$ cat src/hdl/vga_config.svh
// VGA 640x480 horizontal and vertical timing widths and colour depth macros
`ifndef VGA_CONFIG_SVH
`define VGA_CONFIG_SVH

// horizontal timing, all values in pixels
// the line is display, then front porch, then sync pulse, then back porch
`define VGA_HD 640
`define VGA_HF 16
`define VGA_HB 48
`define VGA_HR 96

// vertical timing, all values in lines
// the frame uses the same ordering as the line
`define VGA_VD 480
`define VGA_VF 10
`define VGA_VB 33
`define VGA_VR 2

// bits per colour channel, so a pixel carries three of these
`define VGA_CW 4

`endif

$ cat src/hdl/vga_pkg.sv
// VGA position, sync, colour and mode struct types, pattern enumeration and reset mode
`include "vga_config.svh"

package vga_pkg;

	// pixel position as seen by the counters
	// active is high only inside the 640x480 display area
	typedef struct packed {
		logic [9:0] x;
		logic [9:0] y;
		logic       active;
	} pix_pos_t;

	// both sync lines are active low, so 1 means idle
	typedef struct packed {
		logic hsync;
		logic vsync;
	} sync_t;

	// one colour, channel order matches the VGA connector
	typedef struct packed {
		logic [`VGA_CW-1:0] r;
		logic [`VGA_CW-1:0] g;
		logic [`VGA_CW-1:0] b;
	} rgb_t;

	// test patterns the pattern generator knows how to draw
	typedef enum logic [1:0] {
		PAT_SOLID    = 2'd0,
		PAT_BARS     = 2'd1,
		PAT_CHECKER  = 2'd2,
		PAT_GRADIENT = 2'd3
	} pattern_e;

	// display mode written by the host
	// cell_log2 picks the checker cell size as a power of two
	typedef struct packed {
		pattern_e   pattern;
		rgb_t       color;
		logic [2:0] cell_log2;
	} mode_cfg_t;

	// mode in force after reset, colour bars with a white base colour
	localparam mode_cfg_t MODE_RESET = '{
		pattern:   PAT_BARS,
		color:     '{r: {`VGA_CW{1'b1}}, g: {`VGA_CW{1'b1}}, b: {`VGA_CW{1'b1}}},
		cell_log2: 3'd5
	};

endpackage

$ cat src/hdl/vga_timing.sv
// VGA pixel enable divider, column and row counters and registered sync generator
`include "vga_config.svh"

module vga_timing
	import vga_pkg::*;
(
	input  logic     clk,
	input  logic     rst,
	output logic     pix_en,
	output pix_pos_t pos,
	output sync_t    sync,
	output logic     frame_end
);

	// line and frame totals, 800 pixels by 525 lines
	localparam int H_TOTAL = `VGA_HD + `VGA_HF + `VGA_HB + `VGA_HR;
	localparam int V_TOTAL = `VGA_VD + `VGA_VF + `VGA_VB + `VGA_VR;

	// the pulse begins right after display plus front porch
	localparam int H_PULSE_START = `VGA_HD + `VGA_HF;
	localparam int H_PULSE_END   = H_PULSE_START + `VGA_HR - 1;
	localparam int V_PULSE_START = `VGA_VD + `VGA_VF;
	localparam int V_PULSE_END   = V_PULSE_START + `VGA_VR - 1;

	logic [9:0] hcnt;
	logic [9:0] vcnt;
	logic       h_end;
	logic       v_end;
	logic       h_pulse;
	logic       v_pulse;

	// the enable toggles every clock, which halves 50 MHz into a 25 MHz pixel rate
	// it is low in reset and rises on the first cycle afterwards
	always_ff @(posedge clk or posedge rst)
	begin
		if (rst)
			pix_en <= 1'b0;
		else
			pix_en <= ~pix_en;
	end

	// last column of a line and last line of a frame
	assign h_end = (hcnt == 10'(H_TOTAL - 1));
	assign v_end = (vcnt == 10'(V_TOTAL - 1));

	// column counter steps every tick, the row counter steps when a line wraps
	always_ff @(posedge clk or posedge rst)
	begin
		if (rst)
		begin
			hcnt <= '0;
			vcnt <= '0;
		end
		else if (pix_en)
		begin
			if (h_end)
			begin
				hcnt <= '0;
				if (v_end)
					vcnt <= '0;
				else
					vcnt <= vcnt + 10'd1;
			end
			else
			begin
				hcnt <= hcnt + 10'd1;
			end
		end
	end

	// pulse windows, inclusive at both ends
	assign h_pulse = (hcnt >= 10'(H_PULSE_START)) && (hcnt <= 10'(H_PULSE_END));
	assign v_pulse = (vcnt >= 10'(V_PULSE_START)) && (vcnt <= 10'(V_PULSE_END));

	// sync is registered, so it shows position p one tick after pos does
	always_ff @(posedge clk or posedge rst)
	begin
		if (rst)
		begin
			sync.hsync <= 1'b1;
			sync.vsync <= 1'b1;
		end
		else if (pix_en)
		begin
			sync.hsync <= ~h_pulse;
			sync.vsync <= ~v_pulse;
		end
	end

	assign pos.x      = hcnt;
	assign pos.y      = vcnt;
	assign pos.active = (hcnt < 10'(`VGA_HD)) && (vcnt < 10'(`VGA_VD));

	// one pulse per frame, on the tick that leaves the bottom right corner
	assign frame_end = pix_en && h_end && v_end;

	// the column counter stays inside the line total
	a_hcnt_range: assert property (@(posedge clk) disable iff (rst)
		hcnt < 10'(H_TOTAL));

endmodule

$ cat src/hdl/mode_regs.sv
// VGA host mode write port with pending register applied at the frame boundary
module mode_regs
	import vga_pkg::*;
(
	input  logic      clk,
	input  logic      rst,
	input  logic      frame_end,
	input  logic      cfg_valid,
	input  mode_cfg_t cfg_data,
	output logic      cfg_ready,
	output mode_cfg_t mode
);

	logic      pend_valid;
	mode_cfg_t pend_data;
	logic      fire;

	// only one write can wait at a time, so the port is ready whenever the slot is empty
	assign cfg_ready = ~pend_valid;
	assign fire      = cfg_valid & cfg_ready;

	// pending flag and the active mode
	// a frame boundary moves any waiting write into the active mode
	// a write that lands on the boundary cycle itself still belongs to the old frame
	// so it goes straight to the active mode and skips the pending slot
	always_ff @(posedge clk or posedge rst)
	begin
		if (rst)
		begin
			pend_valid <= 1'b0;
			mode       <= MODE_RESET;
		end
		else if (frame_end)
		begin
			pend_valid <= 1'b0;
			if (pend_valid)
				mode <= pend_data;
			else if (fire)
				mode <= cfg_data;
		end
		else if (fire)
		begin
			pend_valid <= 1'b1;
		end
	end

	// the waiting value itself, loaded on every accepted write
	always_ff @(posedge clk)
	begin
		if (fire)
			pend_data <= cfg_data;
	end

	// while the host is held off it must keep offering the same mode
	a_cfg_stable: assert property (@(posedge clk) disable iff (rst)
		(cfg_valid && !cfg_ready) |=> (!cfg_valid || $stable(cfg_data)));

endmodule

$ cat src/hdl/pattern_gen.sv
// VGA two-stage pattern pipeline mapping pixel position and mode to colour
`include "vga_config.svh"

module pattern_gen
	import vga_pkg::*;
(
	input  logic      clk,
	input  logic      rst,
	input  logic      pix_en,
	input  pix_pos_t  pos,
	input  mode_cfg_t mode,
	output rgb_t      rgb,
	output logic      rgb_active
);

	// eight bars share the visible width, 80 pixels each
	localparam int BAR_W = `VGA_HD / 8;

	// everything stage 2 needs, with the mode captured next to the pixel
	typedef struct packed {
		logic [2:0] bar;
		logic       parity;
		rgb_t       grad;
		pattern_e   pattern;
		rgb_t       color;
	} stage1_t;

	stage1_t    s1_next;
	stage1_t    s1;
	logic       s1_active;
	logic [9:0] bar_full;
	rgb_t       rgb_next;

	// stage 1 decode of the raw position
	// blanked columns give bar indices above 7, which are never shown
	assign bar_full = pos.x / 10'(BAR_W);

	always_comb
	begin
		s1_next.bar     = bar_full[2:0];
		s1_next.parity  = pos.x[mode.cell_log2] ^ pos.y[mode.cell_log2];
		s1_next.grad.r  = pos.x[9 -: `VGA_CW];
		s1_next.grad.g  = pos.y[8 -: `VGA_CW];
		s1_next.grad.b  = pos.x[9 -: `VGA_CW] ^ pos.y[8 -: `VGA_CW];
		s1_next.pattern = mode.pattern;
		s1_next.color   = mode.color;
	end

	always_ff @(posedge clk or posedge rst)
	begin
		if (rst)
			s1_active <= 1'b0;
		else if (pix_en)
			s1_active <= pos.active;
	end

	always_ff @(posedge clk)
	begin
		if (pix_en)
			s1 <= s1_next;
	end

	// stage 2 picks the colour for the pattern that travelled with this pixel
	always_comb
	begin
		case (s1.pattern)
			PAT_SOLID:
				rgb_next = s1.color;
			PAT_BARS:
			begin
				// bar index bits map straight onto the three channels
				rgb_next.r = {`VGA_CW{s1.bar[2]}};
				rgb_next.g = {`VGA_CW{s1.bar[1]}};
				rgb_next.b = {`VGA_CW{s1.bar[0]}};
			end
			PAT_CHECKER:
				rgb_next = s1.parity ? rgb_t'(~s1.color) : s1.color;
			default:
				rgb_next = s1.grad;
		endcase
	end

	always_ff @(posedge clk or posedge rst)
	begin
		if (rst)
			rgb_active <= 1'b0;
		else if (pix_en)
			rgb_active <= s1_active;
	end

	always_ff @(posedge clk)
	begin
		if (pix_en)
			rgb <= rgb_next;
	end

endmodule

$ cat src/hdl/vga_out.sv
// VGA sync alignment delay, colour blanking and registered output pins
module vga_out
	import vga_pkg::*;
(
	input  logic  clk,
	input  logic  rst,
	input  logic  pix_en,
	input  sync_t sync,
	input  rgb_t  rgb,
	input  logic  rgb_active,
	output logic  hsync,
	output logic  vsync,
	output rgb_t  vga_rgb
);

	// sync arrives one tick after position, colour two ticks after
	// this single stage brings sync level with colour
	sync_t sync_d;

	always_ff @(posedge clk or posedge rst)
	begin
		if (rst)
		begin
			sync_d.hsync <= 1'b1;
			sync_d.vsync <= 1'b1;
		end
		else if (pix_en)
		begin
			sync_d <= sync;
		end
	end

	// pin registers, colour is forced to black outside the visible area
	// the monitor uses the blanked porches as its black reference
	always_ff @(posedge clk or posedge rst)
	begin
		if (rst)
		begin
			hsync   <= 1'b1;
			vsync   <= 1'b1;
			vga_rgb <= '0;
		end
		else if (pix_en)
		begin
			hsync   <= sync_d.hsync;
			vsync   <= sync_d.vsync;
			vga_rgb <= rgb_active ? rgb : '0;
		end
	end

	// vertical sync only falls in blanked lines, so colour must be black then
	a_blank_vsync: assert property (@(posedge clk) disable iff (rst)
		!vsync |-> (vga_rgb == '0));

endmodule

$ cat src/hdl/vga_top.sv
// VGA display top level joining timing, mode register, pattern generator and output stage
module vga_top
	import vga_pkg::*;
(
	input  logic      clk,
	input  logic      rst,
	input  logic      cfg_valid,
	input  mode_cfg_t cfg_data,
	output logic      cfg_ready,
	output logic      hsync,
	output logic      vsync,
	output rgb_t      rgb,
	output logic      pix_en
);

	pix_pos_t  pos;
	sync_t     sync;
	logic      frame_end;
	mode_cfg_t mode;
	rgb_t      pat_rgb;
	logic      pat_active;

	// counters and raw sync, the pixel enable also goes out to the pins
	vga_timing u_timing (
		.clk       (clk),
		.rst       (rst),
		.pix_en    (pix_en),
		.pos       (pos),
		.sync      (sync),
		.frame_end (frame_end)
	);

	// host writes land here and switch over between frames
	mode_regs u_mode (
		.clk       (clk),
		.rst       (rst),
		.frame_end (frame_end),
		.cfg_valid (cfg_valid),
		.cfg_data  (cfg_data),
		.cfg_ready (cfg_ready),
		.mode      (mode)
	);

	// colour lags the position by two ticks
	pattern_gen u_pattern (
		.clk        (clk),
		.rst        (rst),
		.pix_en     (pix_en),
		.pos        (pos),
		.mode       (mode),
		.rgb        (pat_rgb),
		.rgb_active (pat_active)
	);

	// pins show position p three ticks after the counters
	vga_out u_out (
		.clk        (clk),
		.rst        (rst),
		.pix_en     (pix_en),
		.sync       (sync),
		.rgb        (pat_rgb),
		.rgb_active (pat_active),
		.hsync      (hsync),
		.vsync      (vsync),
		.vga_rgb    (rgb)
	);

endmodule

$ cat config.mk
export PLATFORM = sky130hd
export DESIGN_NAME = vga_top
export DESIGN_NICKNAME = d
export VERILOG_FILES = /design/src/hdl/vga_pkg.sv /design/src/hdl/vga_timing.sv /design/src/hdl/mode_regs.sv /design/src/hdl/pattern_gen.sv /design/src/hdl/vga_out.sv /design/src/hdl/vga_top.sv
export VERILOG_INCLUDE_DIRS = /design/src /design/src/hdl
export SDC_FILE = /design/constraint.sdc
export NUM_CORES = 1
export LEC_CHECK = 0
export BUFFER_PORTS_ARGS = -buffer_cell sky130_fd_sc_hd__buf_4
export CAP_MARGIN = 20
export CELL_PAD_IN_SITES_DETAIL_PLACEMENT = 0
export CELL_PAD_IN_SITES_GLOBAL_PLACEMENT = 1
export CORE_AREA = 5 5 140 116
export DETAILED_ROUTE_END_ITERATION = 7
export DIE_AREA = 0 0 145 121
export PLACE_DENSITY = 0.66
export SLEW_MARGIN = 10
export SYNTH_ARGS = -nofsm -noshare
export SYNTH_HDL_FRONTEND = slang
export SYNTH_HIERARCHICAL = 1
export SYNTH_SLANG_ARGS = --single-unit
export TNS_END_PERCENT = 50
$ cat constraint.sdc
create_clock -name clk -period 8.8 [get_ports clk]
set_input_delay 0.44 -clock clk [delete_from_list [all_inputs] [get_ports clk]]
set_output_delay 0.44 -clock clk [all_outputs]
set_load 0.01 [all_outputs]
---- Yosys cells after proc, flatten, opt, wreduce, memory -nomap -nowiden ----
Index checks and enable logic that the tools add are counted.
operators by class
  div/mod/pow operators ................... 1
  eq/ne operators ......................... 4
  add/sub/neg operators ................... 2
  reduce and logical (&&, ||, !) cells .... 10
  multiplexer cells ....................... 13
  shift operators ......................... 0
  bitwise gates (word level) .............. 8
  multiply operators ...................... 0
  order comparisons ....................... 7
operators with widths
  kind                   number
  $pmux 12 s3            1
  $mux 17                2
  $mux 12                2
  $add 10x1->10 const B  2
  $eq 10x10->1 const B   2
  $mux 10                2
  $not 12->12            1
  $div 10x7->10 const B  1
  $ge 10x10->1 const B   1
  $ge 10x9->1 const B    1
  $le 10x10->1 const B   1
  $le 10x9->1 const B    1
  $lt 10x10->1 const B   1
  $lt 10x9->1 const B    1
  $bmux 1 s3             2
  $logic_and 1x1->1      5
  $lt 3x5->1 const B     1
  $mux 1                 4
  $not 1->1              4
  $reduce_and 2->1       2
  $reduce_bool 2->1      2
  $xor 4x4->4            1
  $eq 2x1->1 const B     1
  $eq 2x2->1 const B     1
  3 further kinds        3
word-level totals
  bits in latches ......................... 0
  logic and storage cells ................. 82
  bits of input ports ..................... 20
  memories ................................ 0
  output and inout port bits .............. 16
  register bits ........................... 118
  bits in read-only memories .............. 0
  RAM bits ................................ 0

---- Longest topological paths before layout ----
Gate-level depths: netlist of the first run.
  word-level depth ........................ 4
  mapped depth ............................ 9
  depth with buffers taken out ............ 8

---- By module ----
The synthesis of the first run kept the hierarchy.
by module, submodules not included
  module       cells an instance  area an instance (um2)  seq. area each (um2)  times used
  pattern_gen  137                2,153.3                 1,311.3               1
  mode_regs    107                1,497.7                 979.7                 1
  vga_timing   120                1,189.9                 578.1                 1
  vga_out      37                 606.8                   405.4                 1

---- Worst setup path after synthesis of the first run ----
OpenSTA, ideal clock, no wires.
  path type ............................... reg-to-reg
  start point ............................. reg u_timing.pix_en
  end point ............................... reg, netlist name u_mode/mode[16]
  required time ........................... 8.677 ns
  setup slack ............................. 5.598 ns
  path buffers ............................ 3
  cell stages (with the launch flop) ...... 9
  library setup time ...................... 0.123 ns
  arrival ................................. 3.079 ns
  clock period less this slack ............ 3.202 ns
  path through ............................ dfrtp_1 clkbuf_1 and4_1 nand3_1 nor2_1 buf_6 buf_6 nand3b_1 o221a_1
on the way
  longest elaborated chain between the ends .. 3
RTL lines
  element                         RTL line          RTL
  start, declared                 vga_timing.sv:9   output logic pix_en,
  start signal, assigned          vga_timing.sv:39  pix_en <= ~pix_en;
  $logic_and 1x1->1 (2 in a row)  vga_timing.sv:95  assign frame_end = pix_en && h_end && v_end;
  via frame_end                   vga_top.sv:18     logic frame_end;
  $reduce_and 2->1 (no line)      -
The timed path passes the listed nets, and every way through them passes these cells.
A chain may end at the register's enable or synchronous reset.

---- Worst setup path in the final report of the first run ----
  start point ............................. reg u_timing.pix_en
  end point ............................... reg, netlist name u_mode/mode[14]
on the way
  longest elaborated chain between the ends .. 3
RTL lines
  element                         RTL line
  $logic_and 1x1->1 (2 in a row)  vga_timing.sv:95
  via frame_end                   vga_top.sv:18
  $reduce_and 2->1 (no line)      -
The timed path passes the listed nets, and every way through them passes these cells.

==> results of run 1 <==
## Yosys cell counts (11+ instances only)
library cell / count
xnor2_1: 12
inv_1: 13
nor2_1: 13
dfstp_2: 21
nand3_1: 12
dfrtp_1: 38
nand2_1: 24
xor2_1: 12
edfxtp_1: 59
mux4_2: 14
nor3_1: 11
o21a_1: 15
o22ai_1: 15
a21oi_1: 12
## timing repair
action | 4_1_cts | 5_1_grt
setup buffers | 0 | 0
hold endpoints to repair | 2 | 0
hold buffers | 1 | 0
## through the flow
| stage | setup WS (ns) | cells | area, um^2 | utilization (%) | power, mW |
|---|---|---|---|---|---|
| after detailed placement | 5.96 | 606 | 5790 | 39.5 | 0.604 |
| after CTS | 5.95 | 639 | 6380 | 43.5 | 1.28 |
| after global placement | 6.06 | 606 | 5790 | 39.5 | 0.603 |
| after global routing | 5.74 | 640 | 6400 | 43.7 | 1.31 |
| after floorplan | 5.60 | 401 | 5450 | - | 0.593 |
| final | 5.98 | 640 | 6400 | 43.7 | 1.27 |
## flip-flops by register name, indices dropped and copies added (netlist names)
signal	cells
u_mode/mode	17
u_mode/pend_data	17
u_mode/pend_valid	1
u_out/hsync	1
u_out/sync_d	2
u_out/vga_rgb	12
u_out/vsync	1
u_pattern/rgb	12
u_pattern/rgb_active	1
u_pattern/s1	30
u_pattern/s1_active	1
u_timing/hcnt	10
u_timing/pix_en	1
u_timing/sync	2
u_timing/vcnt	10
## power groups by stage
stage	clock, mW	combinational [mW]	sequential, mW
6_report	0.670	0.0170	0.578
5_1_grt	0.711	0.0191	0.577
4_1_cts	0.682	0.0162	0.578
3_5_place_dp	0	0.0158	0.588
3_3_place_gp	0	0.0152	0.588
2_1_floorplan	0	0.00518	0.588
## final cells by class
| class | count | area share [%] |
|---|---|---|
| Clock buffer | 17 | 6.64 |
| Timing Repair Buffer | 39 | 4.92 |
| Sequential cell | 118 | 51.1 |
| Inverter | 15 | 0.879 |
| Clock inverter | 15 | 2.40 |
| Tap cell | 189 | 3.69 |
| Multi-Input combinational cell | 247 | 30.3 |
## how the worst min path moves through the flow
stage          slack, ns         from                   end  cells after the start
6_report            0.21  cfg_data[2]   u_mode/pend_data[2]                      1
5_1_grt             0.19  cfg_data[2]   u_mode/pend_data[2]                      1
4_1_cts             0.20  cfg_data[2]   u_mode/pend_data[2]                      1
3_3_place_gp        0.34          rst   u_pattern/s1_active                      2
3_5_place_dp        0.34          rst   u_pattern/s1_active                      2
2_1_floorplan       0.18          rst  u_pattern/rgb_active                      1
## critical path, stage by stage, from the launching register on
cell	delay (ns)
dfrtp_2	0.33
buf_4	0.58
and4_1	0.38
nand3_1	0.20
nor2_1	0.15
buf_4	0.29
o21a_1	0.52
o221a_1	0.29
## kinds of logic after synthesis
family / after synthesis / share of synthesized area [%]
compound gates: 77 / 10.1
xor+xnor: 24 / 3.86
fa+ha+maj: 7 / 1.52
buf+inv: 36 / 4.25
flops: 118 / 60.1
mux: 21 / 7.21
simple gates: 118 / 13.0
## layer usage
layer / wire (um) / up-vias / GRT usage [%]
met2: 4990 / 61 / 19.3
met1: 5590 / 1672 / 18.4
met5: 0 / - / 0
met4: 174 / 0 / 4.94
met3: 422 / 14 / 3.81
li1: - / 1585 / -
==> flow_summary.yaml, run 1 <==
critical_path:
  end_kind: "flip-flop"
  crit_type: "flip-flop to flip-flop"
  cp-start-kind: "flip-flop"
  setup.worst_path.end: "u_mode/mode[14]"
  crit_arrival_ns: 3.18
  critPathLaunch: "u_timing/pix_en"
  required_ns: 9.15
  r2r_slack_ns: 5.98
  critical_path.max_fanout: 62
  r2r_end: "u_mode/mode[14]"
  reg2reg_from: "u_timing/pix_en"
  reg2reg_depth: 7
finish:
  n_antenna_cell: 0
  fillers: 1325
  drive_gt1_share_pct: 31.9
  area.growth.synth_to_final_pct: 17.6
  multiInputGateArea_um2: 1940
  final_cell_mix: "edfxtp_1 (59), buf_4 (37), dfrtp_1 (37), nand2_1 (24), dfstp_2 (21)"
  register_area_um2: 3280
  final_common_cell: "edfxtp_1"
  num-nets-final: 463
hold_path:
  hp-class: "input port to flip-flop"
floorplanning:
  dieWidth_um: 145
  io_pins: 36
  num_rows: 40
  die_area_um2: 17500
  initial_core_util_pct: 37.2
  coreArea_um2: 14700
  die_height_um: 121
sta:
  fin_tns_setup_ns: 0
  hold_ws_ns: 0.211
  slew_headroom_pct: 46.8
  hold_violations: 0
  slew_viol_final: 0
  tightest_slew_ns: 0.798
  setup_viol: 0
  rsz0062_at_grt: "false"
  fin_crit_sh_pct: 32.1
  timing.fmax_mhz: 354
  skew_ns: 0.00986
  period_minus_slack_ns: 2.82
synth:
  synth_area_um2: 5450
  synth-edff-count: 59
  ys_types: 57
  synthCells: 401
  syn_nets: 426
  ys_ff_latch: 118
  synth_top_area_cell: "edfxtp_1"
  synth_warnings: 6
  syn_area_per_cell_um2: 13.6
  async_flop_share_pct: 50.0
  netlist.area_leader.share_pct: 32.5
  ys.flop_type: "edfxtp_1"
  synth_top_cells_by_area: "edfxtp_1 (33%), dfrtp_1 (17%), dfstp_2 (10%)"
  seq_area_frac_synth_pct: 60.1
clock_tree:
  clock_sinks: 118
  cts.root.buffer_cell: "clkbuf_16"
  clkLatencyLatePin_ns: 0.41
  numCtsBuffers: 17
  htreeDepth: 4
  path_clk_slew_ns: 0.06
  cts_resized: 0
  cts.path.max_buffers: 2
  tritoncts: "built"
outcome:
  status: "completed"
detailed_routing:
  vias_per_cell: 5.21
  routed_wl_um: 11200
  detail_route.iter0.violations: 219
  drtAntennaViolNets: 0
  dr.pass1.iters: 4
  wire_per_inst_um: 17.5
  drc: 0
  num_vias: 3332
pwr:
  cell_internal_pwr_mw: 1.00
  p_leak_nw: 2.36
  power_frac_comb_pct: 1.3
  pwr-share-seq_pct: 45.7
  p_per_area_nw_per_um2: 198
  p_sw_share_pct: 20.8
  ir_drop_uv: 154
  switchingPower_mw: 0.264
  clock_power_share_pct: 53.0
grt:
  grt_max_degree: 63
  grt_overflow: 0
  grt_pass1_vias: 3509
  grt_pass1_wl_um: 18600
  antenna_found_initial: 0
  track_usage_pct: 13.1
placed_design:
  gp_congestion: 0.786
  io_buffers: 35
  hpwl_um: 7620
run:
  maxCapViolCount: 0
No activity file was read; power rests on OpenSTA's default activity.
==> run 2, diff against run 1 <==
--- a/config.mk
+++ b/config.mk
@@ -13,7 +13,7 @@
 export CORE_AREA = 5 5 140 116
 export DETAILED_ROUTE_END_ITERATION = 7
 export DIE_AREA = 0 0 145 121
-export PLACE_DENSITY = 0.66
+export PLACE_DENSITY = 0.68
 export SLEW_MARGIN = 10
 export SYNTH_ARGS = -nofsm -noshare
 export SYNTH_HDL_FRONTEND = slang
==> constraint.sdc (replaced) <==
create_clock -name clk -period 2.5 [get_ports clk]
set_input_delay 0.125 -clock clk [delete_from_list [all_inputs] [get_ports clk]]
set_output_delay 0.125 -clock clk [all_outputs]
set_load 0.01 [all_outputs]
==> run 2 against run 1 <==
  * Fmax is 28% higher
  * Core utilization is 2.0 points higher
  * Register-to-register slack worse by 5.7 ns
  * Largest power group unchanged
  * Largest cell class unchanged
  * Die area stayed put
  * Combinational power grew to 4.5 times the previous value
  * Wire length is 0.76% higher
  * Total power grew to 3.7 times the previous value
  * Count of clock-buffer cells in the layout is 1 higher
  * Clock power grew to 3.7 times the previous value
  * Non-clock buffer count is 29 higher
  * Final cell count is 4.5% higher
  * Critical path type unchanged
==> flow_summary.yaml, run 2 (synthesis results as in run 1) <==
detailed_routing:
  vias_per_cell: 5.14
  num_vias: 3442
  drc: 0
  wire_per_inst_um: 16.8
  routed_wl_um: 11300
  drtAntennaViolNets: 0
  dr.pass1.iters: 5
  detail_route.iter0.violations: 208
sta:
  timing.fmax_mhz: 454
  tightest_slew_ns: 0.747
  setup_ws_ns: 0.296
  slew_viol_final: 0
  fin_crit_sh_pct: 88.2
  fin_tns_setup_ns: 0
  rsz0062_at_grt: "false"
  hold_violations: 0
  skew_ns: 0.00718
  setup_viol: 0
  period_minus_slack_ns: 2.20
  slew_headroom_pct: 50.1
floorplanning:
  die_area_um2: 17500
  num_rows: 40
  coreArea_um2: 14700
  die_height_um: 121
  io_pins: 36
  initial_core_util_pct: 37.2
  dieWidth_um: 145
finish:
  finalNonFillerCells: 669
  final_cell_mix: "edfxtp_1 (59), buf_4 (49), dfrtp_1 (37), nand2_1 (24), dfstp_2 (21)"
  drive_gt1_share_pct: 32.7
  num-nets-final: 492
  n_antenna_cell: 0
  final_common_cell: "edfxtp_1"
  largest_reg_flops: 30
  largest-register: "u_pattern/s1"
  top_regs: "u_pattern/s1: 30 flops, u_mode/mode: 17 flops, u_mode/pend_data: 17 flops"
  fillers: 1326
  area.growth.synth_to_final_pct: 22.9
  postLayoutCoreUtil_pct: 45.7
critical_path:
  crit_arrival_ns: 2.54
  reg2reg_depth: 5
  reg2reg_from: "u_timing/hcnt[1]"
  required_ns: 2.83
  crit_type: "flip-flop to flip-flop"
  r2r_end: "u_timing/vcnt[9]"
  cp-start-kind: "flip-flop"
  r2r_slack_ns: 0.30
  critical_path.max_fanout: 5
  end_kind: "flip-flop"
clock_tree:
  path_clk_slew_ns: 0.06
  cts_resized: 0
  cts.root.buffer_cell: "clkbuf_16"
  clock_sinks: 118
  cts.path.max_buffers: 2
  htreeDepth: 4
  clkLatencyLatePin_ns: 0.41
  cts_setup_buffers: 0
  tritoncts: "built"
  hold_buffers: 18
  numCtsBuffers: 17
hold_path:
  hold_depth: 3
  hold_start: "cfg_valid"
  min_to: "u_mode/mode[13]"
  hp-class: "input port to flip-flop"
placed_design:
  dp_cells: 619
  hpwl_um: 7670
  pre_cts_ws_ns: 0.339
  gp_congestion: 0.808
  io_buffers: 35
grt:
  grt_pass1_wl_um: 18900
  grt_max_degree: 54
  antenna_found_initial: 0
  grt_pass1_vias: 3558
  grt_overflow: 0
  track_usage_pct: 13.6
pwr:
  p_per_area_nw_per_um2: 690
  ir_drop_uv: 501
  p_leak_nw: 2.51
run:
  maxCapViolCount: 0
outcome:
  status: "completed"
[run 2: cell count changes in the layout (fill, tap and decap cells not counted), sizes merged]
cell,change
clkinv,+2
clkbuf,+1
dlygate4sd3,+17
bufinv,+2
inv,-3
clkinvlp,-2
buf,+12
[run 2: worst max path at each step]
stage	startpoint	end	slack, ns	cells after the start
global placement	u_timing/hcnt[0]	u_timing/vcnt[9]	0.39	5
CTS	u_timing/hcnt[0]	u_timing/vcnt[9]	0.31	5
finish	u_timing/hcnt[1]	u_timing/vcnt[9]	0.30	5
detailed placement	u_timing/hcnt[0]	u_timing/vcnt[9]	0.34	5
global route	u_timing/vcnt[0]	u_mode/mode[1]	0.14	9
floorplan	u_timing/pix_en	u_mode/mode[16]	0.08	8
[run 2: critical path, stage by stage (launching register included)]
cell,delay (ns)
dfrtp_1,0.42
ha_1,0.25
nand4_1,0.20
or4_1,0.62
or4_1,0.50
a21oi_1,0.15
[run 2: through the flow]
stage / power, mW / area [um^2] / hold slack, ns
global route: 4.79 / 6700 / 0.143
detailed placement: 2.13 / 5900 / 0.0160
global placement: 2.12 / 5900 / 0.0138
floorplan: 2.09 / 5450 / -0.134
CTS: 4.68 / 6700 / 0.122
finish: 4.62 / 6700 / 0.148
[run 2: report_power, final]
part / switching, mW / internal, mW / total [mW] / leakage (nW)
Sequential: 0.000000000000000118 / 2.03 / 2.03 / 1.28
Clock: 0.855 / 1.66 / 2.51 / 0.291
Combinational: 0.0374 / 0.0397 / 0.0771 / 0.944
[run 2: final cells by class]
cell class,instances,area [um^2],area share [%]
well taps,189,236,3.53
flip-flops and latches,118,3280,49.0
inverters,15,56.3,0.841
multi-input cells,247,1940,29.0
clock buffers,18,429,6.41
clock inverters,14,184,2.75
repair buffers,68,568,8.48
[run 2: per-layer routing]
metal  vias to the layer above  wire, um  track usage [%]
li1                       1643         -                -
met1                      1728      5550             19.0
met2                        60      5150             19.5
met3                        11       392             4.07
met4                         0       172             6.00
met5                         -         0                0
==> run 3, diff against run 2 <==
--- a/config.mk
+++ b/config.mk
@@ -13,7 +13,7 @@
 export CORE_AREA = 5 5 140 116
 export DETAILED_ROUTE_END_ITERATION = 7
 export DIE_AREA = 0 0 145 121
-export PLACE_DENSITY = 0.68
+export PLACE_DENSITY = 0.66
 export SLEW_MARGIN = 10
 export SYNTH_ARGS = -nofsm -noshare
 export SYNTH_HDL_FRONTEND = slang
==> constraint.sdc (replaced) <==
create_clock -name clk -period 2.65 [get_ports clk]
set_input_delay 0.1325 -clock clk [delete_from_list [all_inputs] [get_ports clk]]
set_output_delay 0.1325 -clock clk [all_outputs]
set_load 0.01 [all_outputs]
==> run 3 against run 2 <==
  * Count of clock-buffer cells in the layout is 1 lower
  * Critical path depth is the same
  * Core utilization is 0.55 points lower
  * Final cell count decreased by 0.75%
  * Die area did not move
  * Combinational power decreased by 1%
  * Cell area shrank 1.2%
  * Sequential power down 5%
  * Wire length unchanged
  * Total power is 9.7% lower
  * Critical path type unchanged
  * Largest cell class unchanged
  * Highest routed layer unchanged
==> flow_summary.yaml, run 3 (synthesis results as in run 1) <==
finish:
  final_common_cell: "edfxtp_1"
  stdcell_area_um2: 6620
  num-nets-final: 487
  drive_gt1_share_pct: 31.4
  postLayoutCoreUtil_pct: 45.1
  largest_reg_flops: 30
  area.growth.synth_to_final_pct: 21.4
  largest-register: "u_pattern/s1"
  n_antenna_cell: 0
  final_cell_mix: "edfxtp_1 (59), buf_4 (44), dfrtp_1 (37), nand2_1 (24), dfstp_2 (21)"
  top_regs: "u_pattern/s1: 30 flops, u_mode/mode: 17 flops, u_mode/pend_data: 17 flops"
sta:
  tightest_slew_ns: 0.827
  rsz0062_at_grt: "false"
  fin_tns_setup_ns: 0
  fin_crit_sh_pct: 85.1
  slew_headroom_pct: 44.9
  hold_violations: 0
  slew_viol_final: 0
  period_minus_slack_ns: 2.25
  hold_ws_ns: 0.169
  setup_ws_ns: 0.396
  skew_ns: 0.0109
  timing.fmax_mhz: 444
  setup_viol: 0
hold_path:
  hp-class: "input port to asynchronous set/reset pin"
floorplanning:
  num_rows: 40
  die_area_um2: 17500
  io_pins: 36
  dieWidth_um: 145
  initial_core_util_pct: 37.2
  die_height_um: 121
  coreArea_um2: 14700
outcome:
  status: "completed"
critical_path:
  end_kind: "flip-flop"
  cp_slowest_stage_delay_ns: 0.63
  critPathMostFrequentCell: "or4_1"
  crit_type: "flip-flop to flip-flop"
  critical_path.max_fanout: 5
  cp-start-kind: "flip-flop"
  cp_cell_sequence: "ha_1, nand4_1, or4_1, or4_1, a21oi_1"
  required_ns: 2.97
  crit_arrival_ns: 2.58
  r2r_slack_ns: 0.40
  crit_path_top_delay_cell: "or4_1"
pwr:
  switchingPower_mw: 0.848
  ir_drop_uv: 449
  clock_power_share_pct: 52.2
  cell_internal_pwr_mw: 3.32
  p_leak_nw: 2.46
  pwr-share-seq_pct: 46.0
  p_sw_share_pct: 20.3
  power_frac_comb_pct: 1.8
  p_per_area_nw_per_um2: 631
clock_tree:
  clock_sinks: 118
  cts_resized: 0
  htreeDepth: 4
  numCtsBuffers: 17
  cts_setup_buffers: 0
  cts.path.max_buffers: 2
  clkLatencyLatePin_ns: 0.40
  path_clk_slew_ns: 0.06
  cts.root.buffer_cell: "clkbuf_16"
  hold_buffers: 18
  tritoncts: "built"
detailed_routing:
  drc: 0
  detail_route.iter0.violations: 206
  num_vias: 3429
  wire_per_inst_um: 17.0
  dr.pass1.iters: 5
  vias_per_cell: 5.16
  routed_wl_um: 11300
  drtAntennaViolNets: 0
grt:
  grtUsageMet2_pct: 19.9
  grt_pass1_vias: 3505
  antenna_found_initial: 0
  grt_max_degree: 56
  grt_pass1_wl_um: 18900
  grt_use_met3_pct: 3.44
  met1_usage_pct: 19.4
  track_usage_pct: 13.5
  grt_overflow: 0
  top_usage_layer: "met2"
run:
  maxCapViolCount: 0
placed_design:
  io_buffers: 35
  pre_cts_ws_ns: 0.428
  placed_area_um2: 5840
  gp_congestion: 0.786
  hpwl_um: 7540
-- run 3: cell type report --
type / instances / area (um^2)
tap: 189 / 236
clock buffer: 17 / 425
fill: 1318 / 8050
multi-input combinational: 247 / 1940
sequential: 118 / 3280
inverter: 15 / 56.3
clock inverter: 15 / 139
timing repair buffer: 63 / 538
-- run 3: power by group through the flow --
stage               logic, mW  clock network [mW]  registers (mW)
CTS                    0.0730                2.23            1.92
global placement       0.0487                   0            1.95
detailed placement     0.0518                   0            1.95
floorplan              0.0172                   0            1.95
finish                 0.0762                2.18            1.92
global route           0.0862                2.33            1.92
-- run 3: metrics by stage --
stage	std cells	power, mW
after global routing	664	4.33
after global placement	613	2.00
after detailed placement	613	2.00
after CTS	663	4.22
final	664	4.17
after floorplan	401	1.97
-- run 3: routing by layer --
metal	up-vias	part of all wire (%)
met5	-	0
met4	0	0.90
met3	9	4.8
met2	90	46
met1	1705	48
li1	1625	-
-- run 3: worst paths after layout --
| kind | start | end | depth (start not counted) |
|---|---|---|---|
| max | u_timing/hcnt[1] | u_timing/vcnt[9] | 5 |
| min | rst | u_pattern/s1_active | 3 |
| max reg2reg | u_timing/hcnt[1] | u_timing/vcnt[9] | 5 |
| min reg2reg | u_pattern/rgb[8] | u_out/vga_rgb[8] | 1 |
| max in group asynchronous | rst | u_mode/mode[1] | 3 |
| min in group clk | cfg_valid | u_mode/mode[8] | 3 |
-- run 3: worst max-delay path: cells and delay by family (launching register included) --
family	cells	cell delay (ns)
DFF	1	0.43
and+or+nand+nor	3	1.35
adders and majority gates	1	0.24
AOI/OAI and AO/OA	1	0.15
